[config.mk]
export PLATFORM = sky130hd
export DESIGN_NAME = hello_mem_afu
export DESIGN_NICKNAME = d
export VERILOG_FILES = /design/src/design/mem_test_pkg.sv /design/src/design/mem_csr.sv /design/src/design/mem_fsm.sv /design/src/design/avl_master_port.sv /design/src/design/hello_mem_afu.sv
export SDC_FILE = /design/constraint.sdc
export NUM_CORES = 1
export LEC_CHECK = 0
export BUFFER_PORTS_ARGS = -buffer_cell sky130_fd_sc_hd__buf_2
export CAP_MARGIN = 20
export CORE_AREA = 10 10 315 317
export CTS_BUF_LIST = sky130_fd_sc_hd__clkbuf_4 sky130_fd_sc_hd__clkbuf_8
export CTS_CLUSTER_SIZE = 24
export DETAILED_ROUTE_END_ITERATION = 8
export DIE_AREA = 0 0 325 327
export PLACE_DENSITY = 0.51
export SYNTH_ARGS = -nofsm -noshare
export SYNTH_HDL_FRONTEND = slang
export SYNTH_SLANG_ARGS = --single-unit
[constraint.sdc]
create_clock -name Clk_400 -period 14.7 [get_ports Clk_400]
set_clock_uncertainty 0.15 [all_clocks]
set_input_delay 1.47 -clock Clk_400 [delete_from_list [all_inputs] [get_ports Clk_400]]
set_output_delay 1.47 -clock Clk_400 [all_outputs]
set_load 0.005 [all_outputs]
[src/design/mem_test_pkg.sv]
// Memory test package
// Bus widths, command codes, host register map and status field layout
// shared by the register file, the sequencer and the Avalon master stage
package mem_test_pkg;

  // Avalon word address, low data lane and response code
  typedef logic [25:0] avl_addr_t;
  typedef logic [63:0] avl_data_t;
  typedef logic [1:0]  avl_resp_t;

  // Host register port
  typedef logic [3:0]  csr_addr_t;
  typedef logic [63:0] csr_data_t;

  // Mismatch count of the address test, saturates at all ones
  typedef logic [4:0]  err_count_t;

  // CMD_NONE also tags the completion of an address test
  typedef enum logic [1:0] {
    CMD_NONE  = 2'd0,
    CMD_WRITE = 2'd1,
    CMD_READ  = 2'd2
  } mem_cmd_t;

  // ********************************************************************
  // Register map
  // ********************************************************************
  localparam csr_addr_t CSR_SCRATCH   = 4'd0;
  localparam csr_addr_t CSR_MEM_ADDR  = 4'd1;
  localparam csr_addr_t CSR_MEM_WDATA = 4'd2;
  localparam csr_addr_t CSR_MEM_CTRL  = 4'd3;
  localparam csr_addr_t CSR_MEM_RDATA = 4'd4;
  localparam csr_addr_t CSR_STATUS    = 4'd5;

  // CTRL bits, all self-clearing except bank
  localparam int CTRL_WR_BIT    = 0;
  localparam int CTRL_RD_BIT    = 1;
  localparam int CTRL_ATEST_BIT = 2;
  localparam int CTRL_BANK_BIT  = 3;

  // STATUS layout, low to high
  localparam int ST_READY_BIT = 0;
  localparam int ST_DONE_LSB  = 1;
  localparam int ST_RESP_LSB  = 3;
  localparam int ST_ATEST_BIT = 5;
  localparam int ST_ERR_LSB   = 6;

  // Address test length in words
  localparam int ADDR_TEST_WORDS = 16;

  // Avalon responses and the low-lane byte enable
  localparam avl_resp_t   AVL_RESP_OKAY    = 2'd0;
  localparam avl_resp_t   AVL_RESP_SLVERR  = 2'd2;
  localparam logic [63:0] AVL_BYTEEN_LOW64 = 64'h0000_0000_0000_00FF;

endpackage

[src/design/mem_csr.sv]
// Memory test register file
// Serves the host register port with a four-phase req/ack handshake,
// holds scratch, address, write data and bank select, launches one
// command per CTRL write and captures the result fields for STATUS
`timescale 1ns/1ps

module mem_csr (
  input  logic                     Clk_400,
  input  logic                     reset,
  // Host register port
  input  logic                     mmio_req,
  input  logic                     mmio_wr,
  input  mem_test_pkg::csr_addr_t  mmio_addr,
  input  mem_test_pkg::csr_data_t  mmio_wdata,
  output logic                     mmio_ack,
  output mem_test_pkg::csr_data_t  mmio_rdata,
  // Results from the sequencer
  input  logic                     done,
  input  mem_test_pkg::mem_cmd_t   done_kind,
  input  mem_test_pkg::avl_data_t  done_rdata,
  input  mem_test_pkg::avl_resp_t  done_resp,
  input  mem_test_pkg::err_count_t done_err,
  // Command launch
  output logic                     start,
  output mem_test_pkg::mem_cmd_t   start_op,
  output logic                     start_atest,
  output mem_test_pkg::avl_addr_t  mem_addr,
  output mem_test_pkg::avl_data_t  mem_wdata,
  output logic                     mem_bank_select
);
  import mem_test_pkg::*;

  logic       accept;
  logic       wr_fire;
  logic       rd_fire;
  logic [2:0] ctrl_ops;
  logic       ctrl_onehot;
  csr_data_t  scratch;
  avl_data_t  rdata_q;
  avl_resp_t  resp_q;
  err_count_t err_q;
  logic       ready;
  logic [1:0] rdwr_done;
  logic       atest_done;
  csr_data_t  status;
  csr_data_t  rd_mux;

  // ********************************************************************
  // Four-phase handshake
  // ********************************************************************
  // New request is taken on the edge that raises ack
  assign accept  = mmio_req && !mmio_ack;
  assign wr_fire = accept && mmio_wr;
  assign rd_fire = accept && !mmio_wr;

  always_ff @(posedge Clk_400) begin
    if (reset) begin
      mmio_ack <= 1'b0;
    end else if (accept) begin
      mmio_ack <= 1'b1;
    end else if (!mmio_req) begin
      mmio_ack <= 1'b0;
    end
  end

  // Read data is captured with ack and held until the next read
  always_ff @(posedge Clk_400) begin
    if (rd_fire) begin
      mmio_rdata <= rd_mux;
    end
  end

  // Status word, unused upper bits read zero
  always_comb begin
    status = '0;
    status[ST_READY_BIT] = ready;
    status[ST_DONE_LSB +: 2] = rdwr_done;
    status[ST_RESP_LSB +: $bits(avl_resp_t)] = resp_q;
    status[ST_ATEST_BIT] = atest_done;
    status[ST_ERR_LSB +: $bits(err_count_t)] = err_q;
  end

  always_comb begin
    case (mmio_addr)
      CSR_SCRATCH:   rd_mux = scratch;
      CSR_MEM_ADDR:  rd_mux = csr_data_t'(mem_addr);
      CSR_MEM_WDATA: rd_mux = mem_wdata;
      CSR_MEM_CTRL:  rd_mux = csr_data_t'(mem_bank_select) << CTRL_BANK_BIT;
      CSR_MEM_RDATA: rd_mux = rdata_q;
      CSR_STATUS:    rd_mux = status;
      default:       rd_mux = '0;
    endcase
  end

  // ********************************************************************
  // Command launch and result capture
  // ********************************************************************
  assign ctrl_ops = {mmio_wdata[CTRL_ATEST_BIT], mmio_wdata[CTRL_RD_BIT],
                     mmio_wdata[CTRL_WR_BIT]};
  // Exactly one operation bit must be set to launch
  assign ctrl_onehot = $onehot(ctrl_ops);

  // Operand registers
  always_ff @(posedge Clk_400) begin
    if (wr_fire && mmio_addr == CSR_MEM_ADDR) begin
      mem_addr <= mmio_wdata[$bits(avl_addr_t)-1:0];
    end
    if (wr_fire && mmio_addr == CSR_MEM_WDATA) begin
      mem_wdata <= mmio_wdata;
    end
    // Writes return no data
    if (done && done_kind != CMD_WRITE) begin
      rdata_q <= done_rdata;
    end
  end

  always_ff @(posedge Clk_400) begin
    if (reset) begin
      scratch         <= '0;
      mem_bank_select <= 1'b0;
      ready           <= 1'b1;
      rdwr_done       <= '0;
      atest_done      <= 1'b0;
      resp_q          <= AVL_RESP_OKAY;
      err_q           <= '0;
      start           <= 1'b0;
      start_op        <= CMD_NONE;
      start_atest     <= 1'b0;
    end else begin
      // Start is a single-cycle pulse
      start <= 1'b0;
      if (wr_fire && mmio_addr == CSR_SCRATCH) begin
        scratch <= mmio_wdata;
      end
      if (wr_fire && mmio_addr == CSR_MEM_CTRL) begin
        // Bank is sticky and follows every CTRL write
        mem_bank_select <= mmio_wdata[CTRL_BANK_BIT];
        if (ready && ctrl_onehot) begin
          start       <= 1'b1;
          start_atest <= mmio_wdata[CTRL_ATEST_BIT];
          start_op    <= mmio_wdata[CTRL_WR_BIT] ? CMD_WRITE :
                         mmio_wdata[CTRL_RD_BIT] ? CMD_READ : CMD_NONE;
          ready       <= 1'b0;
          rdwr_done   <= '0;
          atest_done  <= 1'b0;
        end
      end
      if (done) begin
        ready  <= 1'b1;
        resp_q <= done_resp;
        case (done_kind)
          CMD_WRITE: rdwr_done[0] <= 1'b1;
          CMD_READ:  rdwr_done[1] <= 1'b1;
          default: begin
            // Address test finished
            atest_done <= 1'b1;
            err_q      <= done_err;
          end
        endcase
      end
    end
  end

  // Ack only answers a pending request
  ack_needs_req: assert property (@(posedge Clk_400) disable iff (reset)
    $rose(mmio_ack) |-> $past(mmio_req));

  // Launch consumes ready and only happens from the ready state
  start_when_ready: assert property (@(posedge Clk_400) disable iff (reset)
    start |-> $past(ready) && !ready);

endmodule

[src/design/mem_fsm.sv]
// Memory transaction sequencer
// Runs single reads and writes, or the address test that writes each of
// 16 words with its own address, reads them back and counts mismatches.
// One command in flight, the next one waits for cmd_done
`timescale 1ns/1ps

module mem_fsm (
  input  logic                     Clk_400,
  input  logic                     reset,
  // Launch from the register file
  input  logic                     start,
  input  mem_test_pkg::mem_cmd_t   start_op,
  input  logic                     start_atest,
  input  mem_test_pkg::avl_addr_t  mem_addr,
  input  mem_test_pkg::avl_data_t  mem_wdata,
  // Command path to the Avalon stage
  input  logic                     cmd_done,
  input  mem_test_pkg::avl_data_t  cmd_rdata,
  input  mem_test_pkg::avl_resp_t  cmd_resp,
  output logic                     cmd_valid,
  output mem_test_pkg::mem_cmd_t   cmd,
  output mem_test_pkg::avl_addr_t  cmd_addr,
  output mem_test_pkg::avl_data_t  cmd_wdata,
  // Results
  output logic                     done,
  output mem_test_pkg::mem_cmd_t   done_kind,
  output mem_test_pkg::avl_data_t  done_rdata,
  output mem_test_pkg::avl_resp_t  done_resp,
  output mem_test_pkg::err_count_t done_err
);
  import mem_test_pkg::*;

  typedef enum logic [2:0] {
    IDLE,
    ISSUE,
    WAIT,
    TEST_WR,
    TEST_RD,
    FINISH
  } state_t;

  state_t                             state;
  mem_cmd_t                           op_q;
  logic                               atest_q;
  logic                               rd_phase;
  logic [$clog2(ADDR_TEST_WORDS)-1:0] idx;
  avl_addr_t                          base_q;
  avl_data_t                          wdata_q;
  avl_addr_t                          test_addr;
  logic                               last_word;
  logic                               wait_read;

  // Current word of the address test
  assign test_addr = base_q + avl_addr_t'(idx);
  assign last_word = &idx;
  // Outstanding command is a read
  assign wait_read = atest_q ? rd_phase : (op_q == CMD_READ);

  // Address test completion is tagged CMD_NONE
  assign done      = (state == FINISH);
  assign done_kind = atest_q ? CMD_NONE : op_q;

  // ********************************************************************
  // Command outputs, one cycle per issue state
  // ********************************************************************
  always_comb begin
    cmd_valid = 1'b0;
    cmd       = CMD_NONE;
    cmd_addr  = base_q;
    cmd_wdata = wdata_q;
    case (state)
      ISSUE: begin
        cmd_valid = 1'b1;
        cmd       = op_q;
      end
      TEST_WR: begin
        // Each word holds its own address
        cmd_valid = 1'b1;
        cmd       = CMD_WRITE;
        cmd_addr  = test_addr;
        cmd_wdata = avl_data_t'(test_addr);
      end
      TEST_RD: begin
        cmd_valid = 1'b1;
        cmd       = CMD_READ;
        cmd_addr  = test_addr;
      end
      default: begin
        cmd_valid = 1'b0;
      end
    endcase
  end

  // ********************************************************************
  // State sequencing
  // ********************************************************************
  always_ff @(posedge Clk_400) begin
    if (reset) begin
      state    <= IDLE;
      atest_q  <= 1'b0;
      rd_phase <= 1'b0;
    end else begin
      case (state)
        IDLE: begin
          if (start) begin
            atest_q  <= start_atest;
            rd_phase <= 1'b0;
            state    <= start_atest ? TEST_WR : ISSUE;
          end
        end
        ISSUE, TEST_WR, TEST_RD: begin
          state <= WAIT;
        end
        WAIT: begin
          if (cmd_done) begin
            if (!atest_q) begin
              state <= FINISH;
            end else if (!last_word) begin
              state <= rd_phase ? TEST_RD : TEST_WR;
            end else if (!rd_phase) begin
              // Write pass done, read back from the base
              rd_phase <= 1'b1;
              state    <= TEST_RD;
            end else begin
              state <= FINISH;
            end
          end
        end
        default: begin
          state <= IDLE;
        end
      endcase
    end
  end

  // Operands, word index and result fields
  always_ff @(posedge Clk_400) begin
    if (state == IDLE && start) begin
      op_q    <= start_op;
      base_q  <= mem_addr;
      wdata_q <= mem_wdata;
      idx     <= '0;
      if (start_atest) begin
        done_err <= '0;
      end
    end
    if (state == WAIT && cmd_done) begin
      done_resp <= cmd_resp;
      // Index wraps to zero between write and read passes
      if (atest_q) begin
        idx <= idx + 1'b1;
      end
      if (wait_read) begin
        done_rdata <= cmd_rdata;
        // Saturating mismatch count
        if (atest_q && cmd_rdata != avl_data_t'(test_addr) && !(&done_err)) begin
          done_err <= done_err + 1'b1;
        end
      end
    end
  end

  // A command only follows a launch or the completion of the previous one
  issue_after_trigger: assert property (@(posedge Clk_400) disable iff (reset)
    cmd_valid |-> $past(start) || $past(cmd_done));

  // Single outstanding command
  one_in_flight: assert property (@(posedge Clk_400) disable iff (reset)
    cmd_valid |=> !cmd_valid until cmd_done);

endmodule

[src/design/avl_master_port.sv]
// Avalon-MM master stage
// Registers the command one cycle after cmd_valid, holds it through
// waitrequest and returns read data and response as one cmd_done pulse
`timescale 1ns/1ps

module avl_master_port (
  input  logic                    Clk_400,
  input  logic                    reset,
  // Command from the sequencer
  input  logic                    cmd_valid,
  input  mem_test_pkg::mem_cmd_t  cmd,
  input  mem_test_pkg::avl_addr_t cmd_addr,
  input  mem_test_pkg::avl_data_t cmd_wdata,
  // Avalon slave returns
  input  logic                    avs_waitrequest,
  input  mem_test_pkg::avl_data_t avs_readdata,
  input  logic                    avs_readdatavalid,
  input  logic                    avs_writeresponsevalid,
  input  mem_test_pkg::avl_resp_t avs_response,
  // Avalon command
  output logic                    avs_read,
  output logic                    avs_write,
  output mem_test_pkg::avl_addr_t avs_address,
  output mem_test_pkg::avl_data_t avs_writedata_low,
  // Completion to the sequencer
  output logic                    cmd_done,
  output mem_test_pkg::avl_data_t cmd_rdata,
  output mem_test_pkg::avl_resp_t cmd_resp
);
  import mem_test_pkg::*;

  // ********************************************************************
  // Command register
  // ********************************************************************
  always_ff @(posedge Clk_400) begin
    if (reset) begin
      avs_read  <= 1'b0;
      avs_write <= 1'b0;
    end else if (cmd_valid) begin
      avs_read  <= (cmd == CMD_READ);
      avs_write <= (cmd == CMD_WRITE);
    end else if (!avs_waitrequest) begin
      // Accepted on this edge, drop next cycle
      avs_read  <= 1'b0;
      avs_write <= 1'b0;
    end
  end

  // Address and data only load with a new command
  always_ff @(posedge Clk_400) begin
    if (cmd_valid) begin
      avs_address       <= cmd_addr;
      avs_writedata_low <= cmd_wdata;
    end
  end

  // ********************************************************************
  // Return register
  // ********************************************************************
  always_ff @(posedge Clk_400) begin
    if (reset) begin
      cmd_done <= 1'b0;
    end else begin
      cmd_done <= avs_readdatavalid || avs_writeresponsevalid;
    end
  end

  always_ff @(posedge Clk_400) begin
    if (avs_readdatavalid) begin
      cmd_rdata <= avs_readdata;
    end
    if (avs_readdatavalid || avs_writeresponsevalid) begin
      cmd_resp <= avs_response;
    end
  end

  rd_wr_exclusive: assert property (@(posedge Clk_400) disable iff (reset)
    !(avs_read && avs_write));

  // Address must not move while the slave stalls
  addr_held: assert property (@(posedge Clk_400) disable iff (reset)
    (avs_read || avs_write) && avs_waitrequest |=> $stable(avs_address));

endmodule

[src/design/hello_mem_afu.sv]
// Hello memory AFU top level
// Host register file, transaction sequencer and Avalon master stage.
// Only the low 64 data bits are used, the rest of the bus is tied off
`timescale 1ns/1ps

module hello_mem_afu (
  input  logic                     Clk_400,
  input  logic                     reset,
  // Host register port
  input  logic                     mmio_req,
  input  logic                     mmio_wr,
  input  mem_test_pkg::csr_addr_t  mmio_addr,
  input  mem_test_pkg::csr_data_t  mmio_wdata,
  output logic                     mmio_ack,
  output mem_test_pkg::csr_data_t  mmio_rdata,
  // Avalon-MM master
  output logic [511:0]             avs_writedata,
  input  mem_test_pkg::avl_data_t  avs_readdata,
  output mem_test_pkg::avl_addr_t  avs_address,
  input  logic                     avs_waitrequest,
  output logic                     avs_write,
  output logic                     avs_read,
  output logic [63:0]              avs_byteenable,
  output logic [11:0]              avs_burstcount,
  input  logic                     avs_readdatavalid,
  input  logic                     avs_writeresponsevalid,
  input  mem_test_pkg::avl_resp_t  avs_response,
  output logic                     mem_bank_select
);
  import mem_test_pkg::*;

  // Launch path
  logic       start;
  mem_cmd_t   start_op;
  logic       start_atest;
  avl_addr_t  mem_addr;
  avl_data_t  mem_wdata;
  // Result path
  logic       done;
  mem_cmd_t   done_kind;
  avl_data_t  done_rdata;
  avl_resp_t  done_resp;
  err_count_t done_err;
  // Command path
  logic       cmd_valid;
  mem_cmd_t   cmd;
  avl_addr_t  cmd_addr;
  avl_data_t  cmd_wdata;
  logic       cmd_done;
  avl_data_t  cmd_rdata;
  avl_resp_t  cmd_resp;
  avl_data_t  writedata_low;

  // Single beats on the low lane only
  assign avs_writedata  = {448'd0, writedata_low};
  assign avs_byteenable = AVL_BYTEEN_LOW64;
  assign avs_burstcount = 12'd1;

  mem_csr csr0 (
    .Clk_400         (Clk_400),
    .reset           (reset),
    .mmio_req        (mmio_req),
    .mmio_wr         (mmio_wr),
    .mmio_addr       (mmio_addr),
    .mmio_wdata      (mmio_wdata),
    .mmio_ack        (mmio_ack),
    .mmio_rdata      (mmio_rdata),
    .done            (done),
    .done_kind       (done_kind),
    .done_rdata      (done_rdata),
    .done_resp       (done_resp),
    .done_err        (done_err),
    .start           (start),
    .start_op        (start_op),
    .start_atest     (start_atest),
    .mem_addr        (mem_addr),
    .mem_wdata       (mem_wdata),
    .mem_bank_select (mem_bank_select)
  );

  mem_fsm fsm0 (
    .Clk_400     (Clk_400),
    .reset       (reset),
    .start       (start),
    .start_op    (start_op),
    .start_atest (start_atest),
    .mem_addr    (mem_addr),
    .mem_wdata   (mem_wdata),
    .cmd_done    (cmd_done),
    .cmd_rdata   (cmd_rdata),
    .cmd_resp    (cmd_resp),
    .cmd_valid   (cmd_valid),
    .cmd         (cmd),
    .cmd_addr    (cmd_addr),
    .cmd_wdata   (cmd_wdata),
    .done        (done),
    .done_kind   (done_kind),
    .done_rdata  (done_rdata),
    .done_resp   (done_resp),
    .done_err    (done_err)
  );

  avl_master_port avl0 (
    .Clk_400                (Clk_400),
    .reset                  (reset),
    .cmd_valid              (cmd_valid),
    .cmd                    (cmd),
    .cmd_addr               (cmd_addr),
    .cmd_wdata              (cmd_wdata),
    .avs_waitrequest        (avs_waitrequest),
    .avs_readdata           (avs_readdata),
    .avs_readdatavalid      (avs_readdatavalid),
    .avs_writeresponsevalid (avs_writeresponsevalid),
    .avs_response           (avs_response),
    .avs_read               (avs_read),
    .avs_write              (avs_write),
    .avs_address            (avs_address),
    .avs_writedata_low      (writedata_low),
    .cmd_done               (cmd_done),
    .cmd_rdata              (cmd_rdata),
    .cmd_resp               (cmd_resp)
  );

endmodule

* After elaboration in Yosys (flattened, before gate mapping)
Cells that the tools add are included.
Word-level totals: register bits after elaboration 630, bits of input ports 141, output and inout bits 682, logic and storage cells 142
Operators by class: add/subtract/negate cells 5, equal/unequal tests 24, muxes and demuxes 45, bitwise gates (word level) 2, reductions and logical operators 33
Operators by type and width (count):
- $pmux W64 S6 | 1
- $ne A64 B26 Y1 | 1
- $mux W26 | 2
- $add A26 B4 Y26 | 1
- $mux W5 | 5
- $mux W1 | 19
- $mux W3 | 5
- $mux W2 | 7
- $logic_and A1 B1 Y1 | 13
- $mux W4 | 3
- $ne A2 B1 Y1 const B | 6
- $reduce_and A2 Y1 | 5
- $reduce_and A5 Y1 | 2
- $pmux W3 S3 | 1
- $eq A4 B2 Y1 const B | 2
- $eq A4 B3 Y1 const B | 2
- $reduce_or A2 Y1 | 4
- $eq A2 B1 Y1 const B | 3
- $eq A2 B2 Y1 const B | 3
- $eq A3 B2 Y1 const B | 2
- $eq A3 B3 Y1 const B | 2
- $pmux W2 S3 | 1
- $add A5 B1 Y5 const B | 1
- $add A4 B1 Y4 const B | 1
- other kinds (14) | 17

* Logic depth before layout (Yosys ltp)
Gate-level depths: netlist (run 1).
word-level depth 8, mapped depth 13, depth with buffers taken out 12

* Hierarchy
From an unflattened synthesis (run 1), not the netlist that was laid out.
Second synthesis, totals: cell total of the unflattened synthesis 2151, area total of the unflattened synthesis 28114.5 um^2
Modules (own cells, without submodules):
- mem_csr | instances 1, cells an instance 809, area each 11345.9 um^2, sequential area each 8167.8 um^2
- mem_fsm | instances 1, cells an instance 649, area each 8020.2 um^2, sequential area each 5024.8 um^2
- avl_master_port | instances 1, cells an instance 167, area each 4807.1 um^2, sequential area each 4744.6 um^2
- hello_mem_afu | instances 1, cells an instance 526, area each 3941.3 um^2, sequential area each 0.0 um^2

* Least setup slack after synthesis (run 1)
No wires, ideal clock.
kind input -> register, from input mmio_wr, to register csr0.mmio_rdata[0], enable pin, library setup time 578 ps, arrival time 6124 ps, required time 13972 ps, path slack 7848 ps, stages on the path 1, buffers on the path 0, path through nor3b_1
Between the ends: cells in the longest elaborated chain, start to end 2
RTL lines:
- start: declaration | line hello_mem_afu.sv:11 | input logic mmio_wr,
- $logic_not A1 Y1 | line mem_csr.sv:54 | assign rd_fire = accept && !mmio_wr;
- $logic_and A1 B1 Y1 | line mem_csr.sv:54
- end signal: assignment | line mem_csr.sv:69 | mmio_rdata <= rd_mux;
- end: declaration | line mem_csr.sv:16 | output mem_test_pkg::csr_data_t mmio_rdata,
No other way between the ends. A chain may end at the register's enable or synchronous reset.

* Final worst setup path (run 1)
from register fsm0.idx[0], to register fsm0.done_err[4]
Between the ends: cells in the longest elaborated chain, start to end 7
RTL lines:
- start: declaration | line mem_fsm.sv:46 | logic [$clog2(ADDR_TEST_WORDS)-1:0] idx;
- start signal: assignment | line mem_fsm.sv:151 | idx <= idx + 1'b1;
- $add A26 B4 Y26 | line mem_fsm.sv:54 | assign test_addr = base_q + avl_addr_t'(idx);
- $ne A64 B26 Y1 | line mem_fsm.sv:156 | if (atest_q && cmd_rdata != avl_data_t'(test_addr) && !(&done_err)) begin
- $logic_and A1 B1 Y1 (2 in series) | line mem_fsm.sv:156
- $mux W5 | line mem_fsm.sv:156
- $mux W5 | line mem_fsm.sv:153 | if (wait_read) begin
- $mux W5 | line mem_fsm.sv:147 | if (state == WAIT && cmd_done) begin
- end signal: assignment | line mem_fsm.sv:157 | done_err <= done_err + 1'b1;
- end: declaration | line mem_fsm.sv:29 | output mem_test_pkg::err_count_t done_err
No other way between the ends.

==> flow_summary.toml, run 1 <==
[global_route]
grt_remaining_overflow = 0
grt_max_degree = 91
grt_pass1_wl_microns = 117000
grt_pass1_vias = 16028
antenna_found_initial = 23
track_usage = 0.150

[cts]
cts.reportedPaths.clkPinSlew_ns = 0.06
clock-root-buffer = "clkbuf_8"
cts_sinks = 630
post_cts_buffers = 0
cts_max_path_buffers = 3
cts_resized = 0
cts_tree = "yes"
clkLatencyLatePin_ns = 0.75
cts_made_buffers = 109
htree_levels = 3
ctsHoldBuffers = 0

[sta]
setup_viol = 0
fmax_mhz = 227
hold_violations = 0
min_period_ns = 4.40
slew_headroom = 0.251
final.period_utilization = 0.300
tns_ns = 0
maxSlewViolCount = 0
worst_slack_ns = 10.30
tightest_slew_ns = 1.12
rsz0062_at_grt = "no"

[floorplan]
start_util = 0.295
rows = 112
coreArea_sq_um = 92800
die_h_microns = 327
ioPinCount = 823
die_area_sq_um = 106000
die_w_microns = 325

[logic_synthesis]
synth_cell_types = 74
synth_top_family_by_area = "buffers and inverters"
ys_seq_area_frac = 0.656
synth_xor_area_frac = 0.0248
ys_seq_elements = 630
synth_mux_area_frac = 0.00449
yosys_warnings = 0
synth_fa_ha_area_frac = 0.00604
synth.cell_area_sq_um = 27300
synth_edf_count = 532
syn_avg_cell_area_sq_um = 13.0
synthArstFlopShare = 0
syn_inst = 2097
synth_compound_area_frac = 0.0615
synthSimpleGateAreaFrac = 0.0825
synth_ff_type = "edfxtp_1"

[hold_path]
min_to = "csr0.rdata_q[3]"
hp-start = "fsm0.done_rdata[3]"
whs_path_depth = 0
hp-class = "reg -> reg"

[route]
vias_per_cell = 4.14
remaining_drc_errors = 0
drt-pass1-iter-count = 6
ant_nets = 0
routedWlPerCell_microns = 22.1
wl_microns = 84100
via_count = 15714
drtIter0Drc = 1527

[finish]
drive_gt1_frac = 0.215
area_growth_pct = 12.5
fin_nets = 2596
final_common_cell = "edfxtp_1"
fillers = 9384
layout_common_cells = "532 x edfxtp_1, 524 x conb_1, 297 x buf_2, 226 x nand2_1, 127 x clkbuf_8"

[critical_path]
r2r-start = "fsm0.idx[0]"
cp.required_ns = 15.16
path_class = "reg -> reg"
cpLargestDelayFamily = "simple AND/OR/NAND/NOR gates"
crit_slowest_cell = "a211oi_2"
worst-path-buf-inv = 1
cp_slowest_stage_delay_ns = 0.58
worstRegToRegCells = 12
critical_path_arrival_ns = 4.86
crit_fanout = 5
cp_cell_sequence = "ha_1 -> inv_1 -> fa_1 -> nand2b_1 -> a211oi_2 -> nor4b_4 -> xnor2_1 -> o22ai_1 -> or4_1 -> or4_4 -> and2_4 -> mux2i_1"
critPathLaunchType = "flop"
reg2reg_to = "fsm0.done_err[4]"
r2r_slack_ns = 10.30
end_kind = "flop"

[run_status]
status = "finished, final reports clean"

[placement]
place_ws_ns = 9.72
gp_congestion = 0.862
portBuffers = 298
post-dp-hpwl_microns = 58700

[power]
irDropWorstVdd_mv = 0.0609
power_density_nw_per_um2 = 124
leakage_nw = 11.9

[run]
cap_violations = 0
==> synthesized netlist by cell type (all sizes together), types with 5 or more instances <==
master    n  area, sq um
nor3     11         55.1
and3     11         70.1
and2     50          315
xor2     36          315
inv      56          210
xnor2    36          315
mux2i    10          100
nand2b    5         31.3
nor2     50          198
clkbuf   63          238
nand4    16          130
nor3b     7         57.6
edfxtp  532        16000
a211oi    5         47.5
nand3    34          185
nor4     14          103
a22oi    54          405
o21ai    39          195
nor2b    11         68.8
dfxtp    98         1960
ha       10          125
a21oi    86          434
a222oi   38          380
buf     541         4030
nand2   230          866
==> worst max path at each step <==
| stage | slack, ns | cells past startpoint | end | start |
|---|---|---|---|---|
| after global routing | 10.12 | 12 | fsm0.done_err[4] | fsm0.idx[0] |
| after detailed placement | 9.72 | 6 | csr0.mem_wdata[9] | mmio_addr[2] |
| after global placement | 9.70 | 6 | csr0.mem_wdata[9] | mmio_addr[2] |
| after CTS | 10.36 | 12 | fsm0.done_err[4] | fsm0.idx[0] |
| final | 10.30 | 12 | fsm0.done_err[4] | fsm0.idx[0] |
| after floorplan | 7.85 | 1 | csr0.mmio_rdata[0] | mmio_wr |
==> per-layer routing <==
layer	vias up	wire length [microns]	global-route usage
met5	-	86	0
met4	14	1810	0.0448
met3	113	6360	0.0396
met2	699	40200	0.242
met1	7792	35600	0.195
li1	7096	-	-
==> power breakdown <==
| group | switching, W | internal [W] |
|---|---|---|
| Sequential | 0.0000200 | 0.00195 |
| Clock | 0.000748 | 0.000970 |
| Combinational | 0.0000980 | 0.0000330 |
==> cell type report <==
class	count	area (sq um)	area share
diodes	5	12.5	0.000407
clock inverters	38	327	0.0106
well taps	1254	1570	0.0511
flip-flops and latches	630	17900	0.584
multi-input cells	1329	6950	0.226
inverters	56	213	0.00692
clock buffers	169	2060	0.0671
repair buffers	317	1660	0.0539
==> registers in the layout, summed over array words and instances, names as in the netlist, 2 cells and up <==
signal	flops
avl0.avs_address	26
avl0.avs_writedata_low	64
avl0.cmd_rdata	64
avl0.cmd_resp	2
csr0.err_q	5
csr0.mem_addr	26
csr0.mem_wdata	64
csr0.mmio_rdata	64
csr0.rdata_q	64
csr0.rdwr_done	2
csr0.resp_q	2
csr0.scratch	64
csr0.start_op	2
fsm0.base_q	26
fsm0.done_err	5
fsm0.done_rdata	64
fsm0.done_resp	2
fsm0.idx	4
fsm0.op_q	2
fsm0.state	3
fsm0.wdata_q	64
==> stage by stage <==
step,area (sq um),util,hold WS (ns),power [W],std cells
after detailed placement,28300,0.305,0.255,0.00213,3585
after floorplan,29300,-,0.250,0.00216,2619
after CTS,30700,0.331,0.263,0.00386,3792
final,30700,0.331,0.260,0.00382,3798
after global placement,28300,0.305,0.251,0.00213,3584
after global routing,30700,0.331,0.268,0.00397,3795
==> worst reg2reg max path: stages, from the launching register on <==
cell and delay [ns]:
dfxtp_1 0.40, ha_1 0.23, inv_1 0.07, fa_1 0.42, nand2b_1 0.24, a211oi_2 0.58, nor4b_4 0.52, xnor2_1 0.18
o22ai_1 0.10, or4_1 0.54, or4_4 0.55, and2_4 0.22, mux2i_1 0.12
==> logic make-up after synthesis <==
logic type / after synthesis
buf+inv: 660
other cells: 2
flops: 630
xor+xnor: 74
fa+ha+maj: 12
simple gates: 459
mux: 12
compound gates: 248
Note: power is estimated with default switching activity, not from simulation.
==> run 2, diff against run 1 <==
--- a/config.mk
+++ b/config.mk
@@ -12,7 +12,7 @@
 export CTS_CLUSTER_SIZE = 24
 export DETAILED_ROUTE_END_ITERATION = 8
 export DIE_AREA = 0 0 325 327
-export PLACE_DENSITY = 0.51
+export PLACE_DENSITY = 0.52
 export SYNTH_ARGS = -nofsm -noshare
 export SYNTH_HDL_FRONTEND = slang
 export SYNTH_SLANG_ARGS = --single-unit
==> constraint.sdc (replaced) <==
create_clock -name Clk_400 -period 3.74 [get_ports Clk_400]
set_clock_uncertainty 0.15 [all_clocks]
set_input_delay 0.374 -clock Clk_400 [delete_from_list [all_inputs] [get_ports Clk_400]]
set_output_delay 0.374 -clock Clk_400 [all_outputs]
set_load 0.005 [all_outputs]
==> flow_summary.toml, run 2 (synthesized netlist as in run 1, its figures left out) <==
[run_status]
status = "finished, final reports clean"

[cts]
cts_tree = "yes"
cts_made_buffers = 109
cts.reportedPaths.clkPinSlew_ns = 0.07
htree_levels = 3
clkLatencyLatePin_ns = 0.76
clock-root-buffer = "clkbuf_8"
cts_sinks = 630
cts_max_path_buffers = 3

[floorplan]
ioPinCount = 823
rows = 112
die_w_microns = 325
die_h_microns = 327
die_area_sq_um = 106000
coreArea_sq_um = 92800
start_util = 0.295

[power]
leakage_nw = 12.8
irDropWorstVdd_mv = 0.270
power_density_nw_per_um2 = 468

[route]
via_count = 16558
vias_per_cell = 4.16
drtIter0Drc = 1518
wl_microns = 86600
drt-pass1-iter-count = 6
ant_nets = 0
remaining_drc_errors = 0
routedWlPerCell_microns = 21.7

[global_route]
grt_max_degree = 65
grt_pass1_wl_microns = 122000
track_usage = 0.154
grt_remaining_overflow = 0
antenna_found_initial = 12
grt_pass1_vias = 17116

[critical_path]
r2r-start = "fsm0.base_q[0]"
r2r_slack_ns = 0.16
reg2reg_to = "fsm0.done_err[1]"
path_class = "reg -> reg"
crit_fanout = 5
timing.critical_path.from = "fsm0.base_q[0]"
critical_path_arrival_ns = 4.06
worstRegToRegCells = 13
end_kind = "flop"
critPathLaunchType = "flop"
critPathCapture = "fsm0.done_err[1]"
cp.required_ns = 4.22

[sta]
final.period_utilization = 0.957
tightest_slew_ns = 0.977
fmax_mhz = 279
maxSlewViolCount = 0
slew_headroom = 0.349
min_period_ns = 3.58
timing.hold.ws_ns = 0.0655
rsz0062_at_grt = "no"
tns_ns = 0
hold_violations = 0
setup_viol = 0
worst_slack_ns = 0.159

[finish]
drive_gt1_frac = 0.220
area_growth_pct = 19.4
fillers = 9253
fin_area_sq_um = 32600
final_common_cell = "edfxtp_1"
finish.utilization = 0.352
seq_area_sq_um = 17900
multi_input_area_sq_um = 6990
layout_common_cells = "532 x edfxtp_1, 524 x conb_1, 296 x buf_2, 226 x nand2_1, 135 x dlygate4sd3_1"
fin_nets = 2783

[placement]
portBuffers = 298
placed_area_sq_um = 28800
gp_congestion = 0.854
place_ws_ns = -0.170
post-dp-hpwl_microns = 60300

[run]
cap_violations = 0

[hold_path]
hp-class = "in -> reg"
==> run 2: cell types whose count changed in the layout (fill, tap and decap cells not counted), moves of 2 or more <==
cell / delta
buf_12: +10
buf_4: +43
bufinv_16: +2
clkbuf_8: -3
clkinv_1: +3
clkinv_8: -2
dlygate4sd3_1: +135
nor3b_2: -2
nor3b_4: +2
==> run 2: layer usage <==
layer	routed length (microns)	GRT usage
met1	36600	0.199
met2	41300	0.249
met3	6970	0.0456
met4	1660	0.0454
met5	60	0
==> run 2: final cells by class <==
type                            instances  share of cell area
Clock buffer                          166              0.0620
Tap cell                             1254              0.0481
Sequential cell                       630               0.550
Timing Repair Buffer                  504               0.108
Antenna cell                            4            0.000307
Multi-Input combinational cell       1329               0.214
Inverter                               56             0.00652
Clock inverter                         42              0.0118
==> run 2: per-stage QoR <==
stage	instances	power, W
finish	3985	0.0153
global route	3983	0.0159
CTS	3976	0.0155
detailed placement	3631	0.00840
global placement	3631	0.00839
floorplan	2619	0.00851
==> run 2: what timing repair did <==
item | CTS | global route
hold buffers | 135 | 0
buffers inserted | 2 | 4
hold endpoints to repair | 230 | 0
gates resized for setup | 3 | 7
pin swaps | 1 | 5
endpoints found under the setup margin | 5 | 5
==> run 2: critical path: stages (launching register included) <==
cell and delay, ns:
edfxtp_1 0.36, ha_1 0.18, inv_1 0.06, fa_2 0.35, nand2b_4 0.18, a211oi_4 0.23
buf_4 0.15, nor4b_4 0.22, xnor2_1 0.15, o22ai_1 0.10, or4_1 0.53, or4_4 0.47
and2_4 0.21, mux2i_1 0.12
==> run 2: where the power goes <==
group | internal, W | switching [W]
Clock | 0.00389 | 0.00296
Sequential | 0.00768 | 0.0000797
Combinational | 0.000232 | 0.000418
Total | 0.0118 | 0.00346
==> run 2: worst min-delay path by stage <==
stage | start | endpoint | slack [ns] | cells past startpoint
6_report | reset | csr0.scratch[47] | 0.07 | 2
4_1_cts | reset | csr0.start_atest | 0.02 | 2
3_3_place_gp | fsm0.done_rdata[10] | csr0.rdata_q[10] | 0.25 | 0
3_5_place_dp | fsm0.done_rdata[10] | csr0.rdata_q[10] | 0.25 | 0
5_1_grt | reset | avl0.cmd_done | 0.07 | 2
2_1_floorplan | fsm0.done_rdata[0] | csr0.rdata_q[0] | 0.25 | 0
==> run 3, diff against run 2 <==
--- a/config.mk
+++ b/config.mk
@@ -12,7 +12,7 @@
 export CTS_CLUSTER_SIZE = 24
 export DETAILED_ROUTE_END_ITERATION = 8
 export DIE_AREA = 0 0 325 327
-export PLACE_DENSITY = 0.52
+export PLACE_DENSITY = 0.61
 export SYNTH_ARGS = -nofsm -noshare
 export SYNTH_HDL_FRONTEND = slang
 export SYNTH_SLANG_ARGS = --single-unit
==> flow_summary.toml, run 3 (synthesized netlist as in run 1, its figures left out) <==
[run_status]
status = "finished, final reports clean"

[sta]
maxSlewViolCount = 0
rsz0062_at_grt = "no"
slew_headroom = 0.250
min_period_ns = 3.57
final.period_utilization = 0.955
tns_ns = 0
setup_viol = 0
tightest_slew_ns = 1.12
fmax_mhz = 280
hold_violations = 0

[placement]
dp_cells = 3625
portBuffers = 298
gp_congestion = 0.873
post-dp-hpwl_microns = 59600

[critical_path]
path_class = "reg -> reg"
critPathLaunchType = "flop"
r2r-start = "fsm0.base_q[0]"
end_kind = "flop"
critical_path_arrival_ns = 4.03
cp.required_ns = 4.20
crit_fanout = 5
timing.critical_path.from = "fsm0.base_q[0]"

[floorplan]
ioPinCount = 823
coreArea_sq_um = 92800
die_w_microns = 325
start_util = 0.295
rows = 112
die_h_microns = 327
die_area_sq_um = 106000

[route]
vias_per_cell = 4.13
drtIter0Drc = 1704
via_count = 16396
drt-pass1-iter-count = 7
ant_nets = 0
remaining_drc_errors = 0
routedWlPerCell_microns = 21.5
wl_microns = 85200

[finish]
area_growth_pct = 18.5
drive_gt1_frac = 0.215
fin_nets = 2773
seq_area_sq_um = 17900
multi_input_area_sq_um = 6970
finish.utilization = 0.349
layout_common_cells = "532 x edfxtp_1, 524 x conb_1, 296 x buf_2, 226 x nand2_1, 137 x dlygate4sd3_1"
fillers = 9229
fin_cells = 3967
final_common_cell = "edfxtp_1"

[power]
total_power_w = 0.0149
power_density_nw_per_um2 = 461
leakage_nw = 12.7
irDropWorstVdd_mv = 0.265

[cts]
cts.reportedPaths.clkPinSlew_ns = 0.06
htree_levels = 3
cts_tree = "yes"
clkLatencyLatePin_ns = 0.73
clock-root-buffer = "clkbuf_8"
cts_max_path_buffers = 3
cts_made_buffers = 106
cts_sinks = 630

[global_route]
grt_max_degree = 71
grt_pass1_wl_microns = 119000
antenna_found_initial = 12
track_usage = 0.151
grt_remaining_overflow = 0
grt_pass1_vias = 16778

[run]
cap_violations = 0

[hold_path]
hp-start = "mmio_addr[2]"
hp-class = "in -> reg"
run 3: cell count changes in the layout (fill, tap and decap cells not counted), moves of 2 or more:
cell           previous run  this run
clkbuf_4                 42        32
clkinv_2                 10        15
buf_12                   10         6
buf_4                    62        58
clkbuf_8                124       120
clkinvlp_4                2         4
dlygate4sd3_1           135       137
inv_8                     2         0
run 3: critical path: stages (launching register included):
cell       delay (ns)
edfxtp_1         0.39
ha_1             0.23
inv_1            0.07
fa_2             0.46
xor2_1           0.16
nand4_1          0.15
a2111oi_1        0.43
nand2_1          0.09
a221oi_1         0.26
nand4_1          0.14
or4_4            0.58
and2_4           0.21
mux2i_1          0.12
run 3: routing by layer:
layer,global-route usage,wire length [microns],vias to the layer above
met2,0.242,40700,820
met3,0.0454,8130,108
met1,0.195,34600,8015
met4,0.0458,1670,12
met5,0,57,-
li1,-,-,7441
run 3: power breakdown:
part / internal (W) / total, W / switching, W
sequential: 0.00768 / 0.00776 / 0.0000813
clock: 0.00362 / 0.00651 / 0.00289
combinational: 0.000232 / 0.000647 / 0.000416
total: 0.0115 / 0.0149 / 0.00338
run 3: layout make-up:
type | count | area share
clock inverters | 46 | 0.0117
clock buffers | 152 | 0.0584
inverters | 56 | 0.00657
flip-flops and latches | 630 | 0.554
repair buffers | 497 | 0.105
multi-input cells | 1329 | 0.215
diodes | 3 | 0.000232
well taps | 1254 | 0.0485
run 3: final timing paths:
path         depth (start not counted)                  to  slack, ns
min                                  4  csr0.mmio_rdata[3]       0.15
min reg2reg                          0    fsm0.wdata_q[45]       0.25
max reg2reg                         12    fsm0.done_err[1]       0.17
max                                 12    fsm0.done_err[1]       0.17
run 3: repair_timing:
action / CTS / global route
setup endpoints to repair: 1 / 5
hold buffers: 137 / 0
resized for setup: 1 / 6
endpoints found under the hold margin: 231 / 0
pin swaps: 0 / 3
buffers inserted: 0 / 4
run 3: metrics by stage:
| step | setup WS, ns | hold WS (ns) | area (sq um) |
|---|---|---|---|
| after floorplan | 0.0374 | 0.250 | 29300 |
| after global placement | 0.0162 | 0.251 | 28700 |
| after detailed placement | 0.00956 | 0.255 | 28700 |
| after CTS | 0.00641 | 0.0292 | 32300 |
| after global routing | 0.000251 | 0.104 | 32400 |
| final | 0.169 | 0.146 | 32400 |
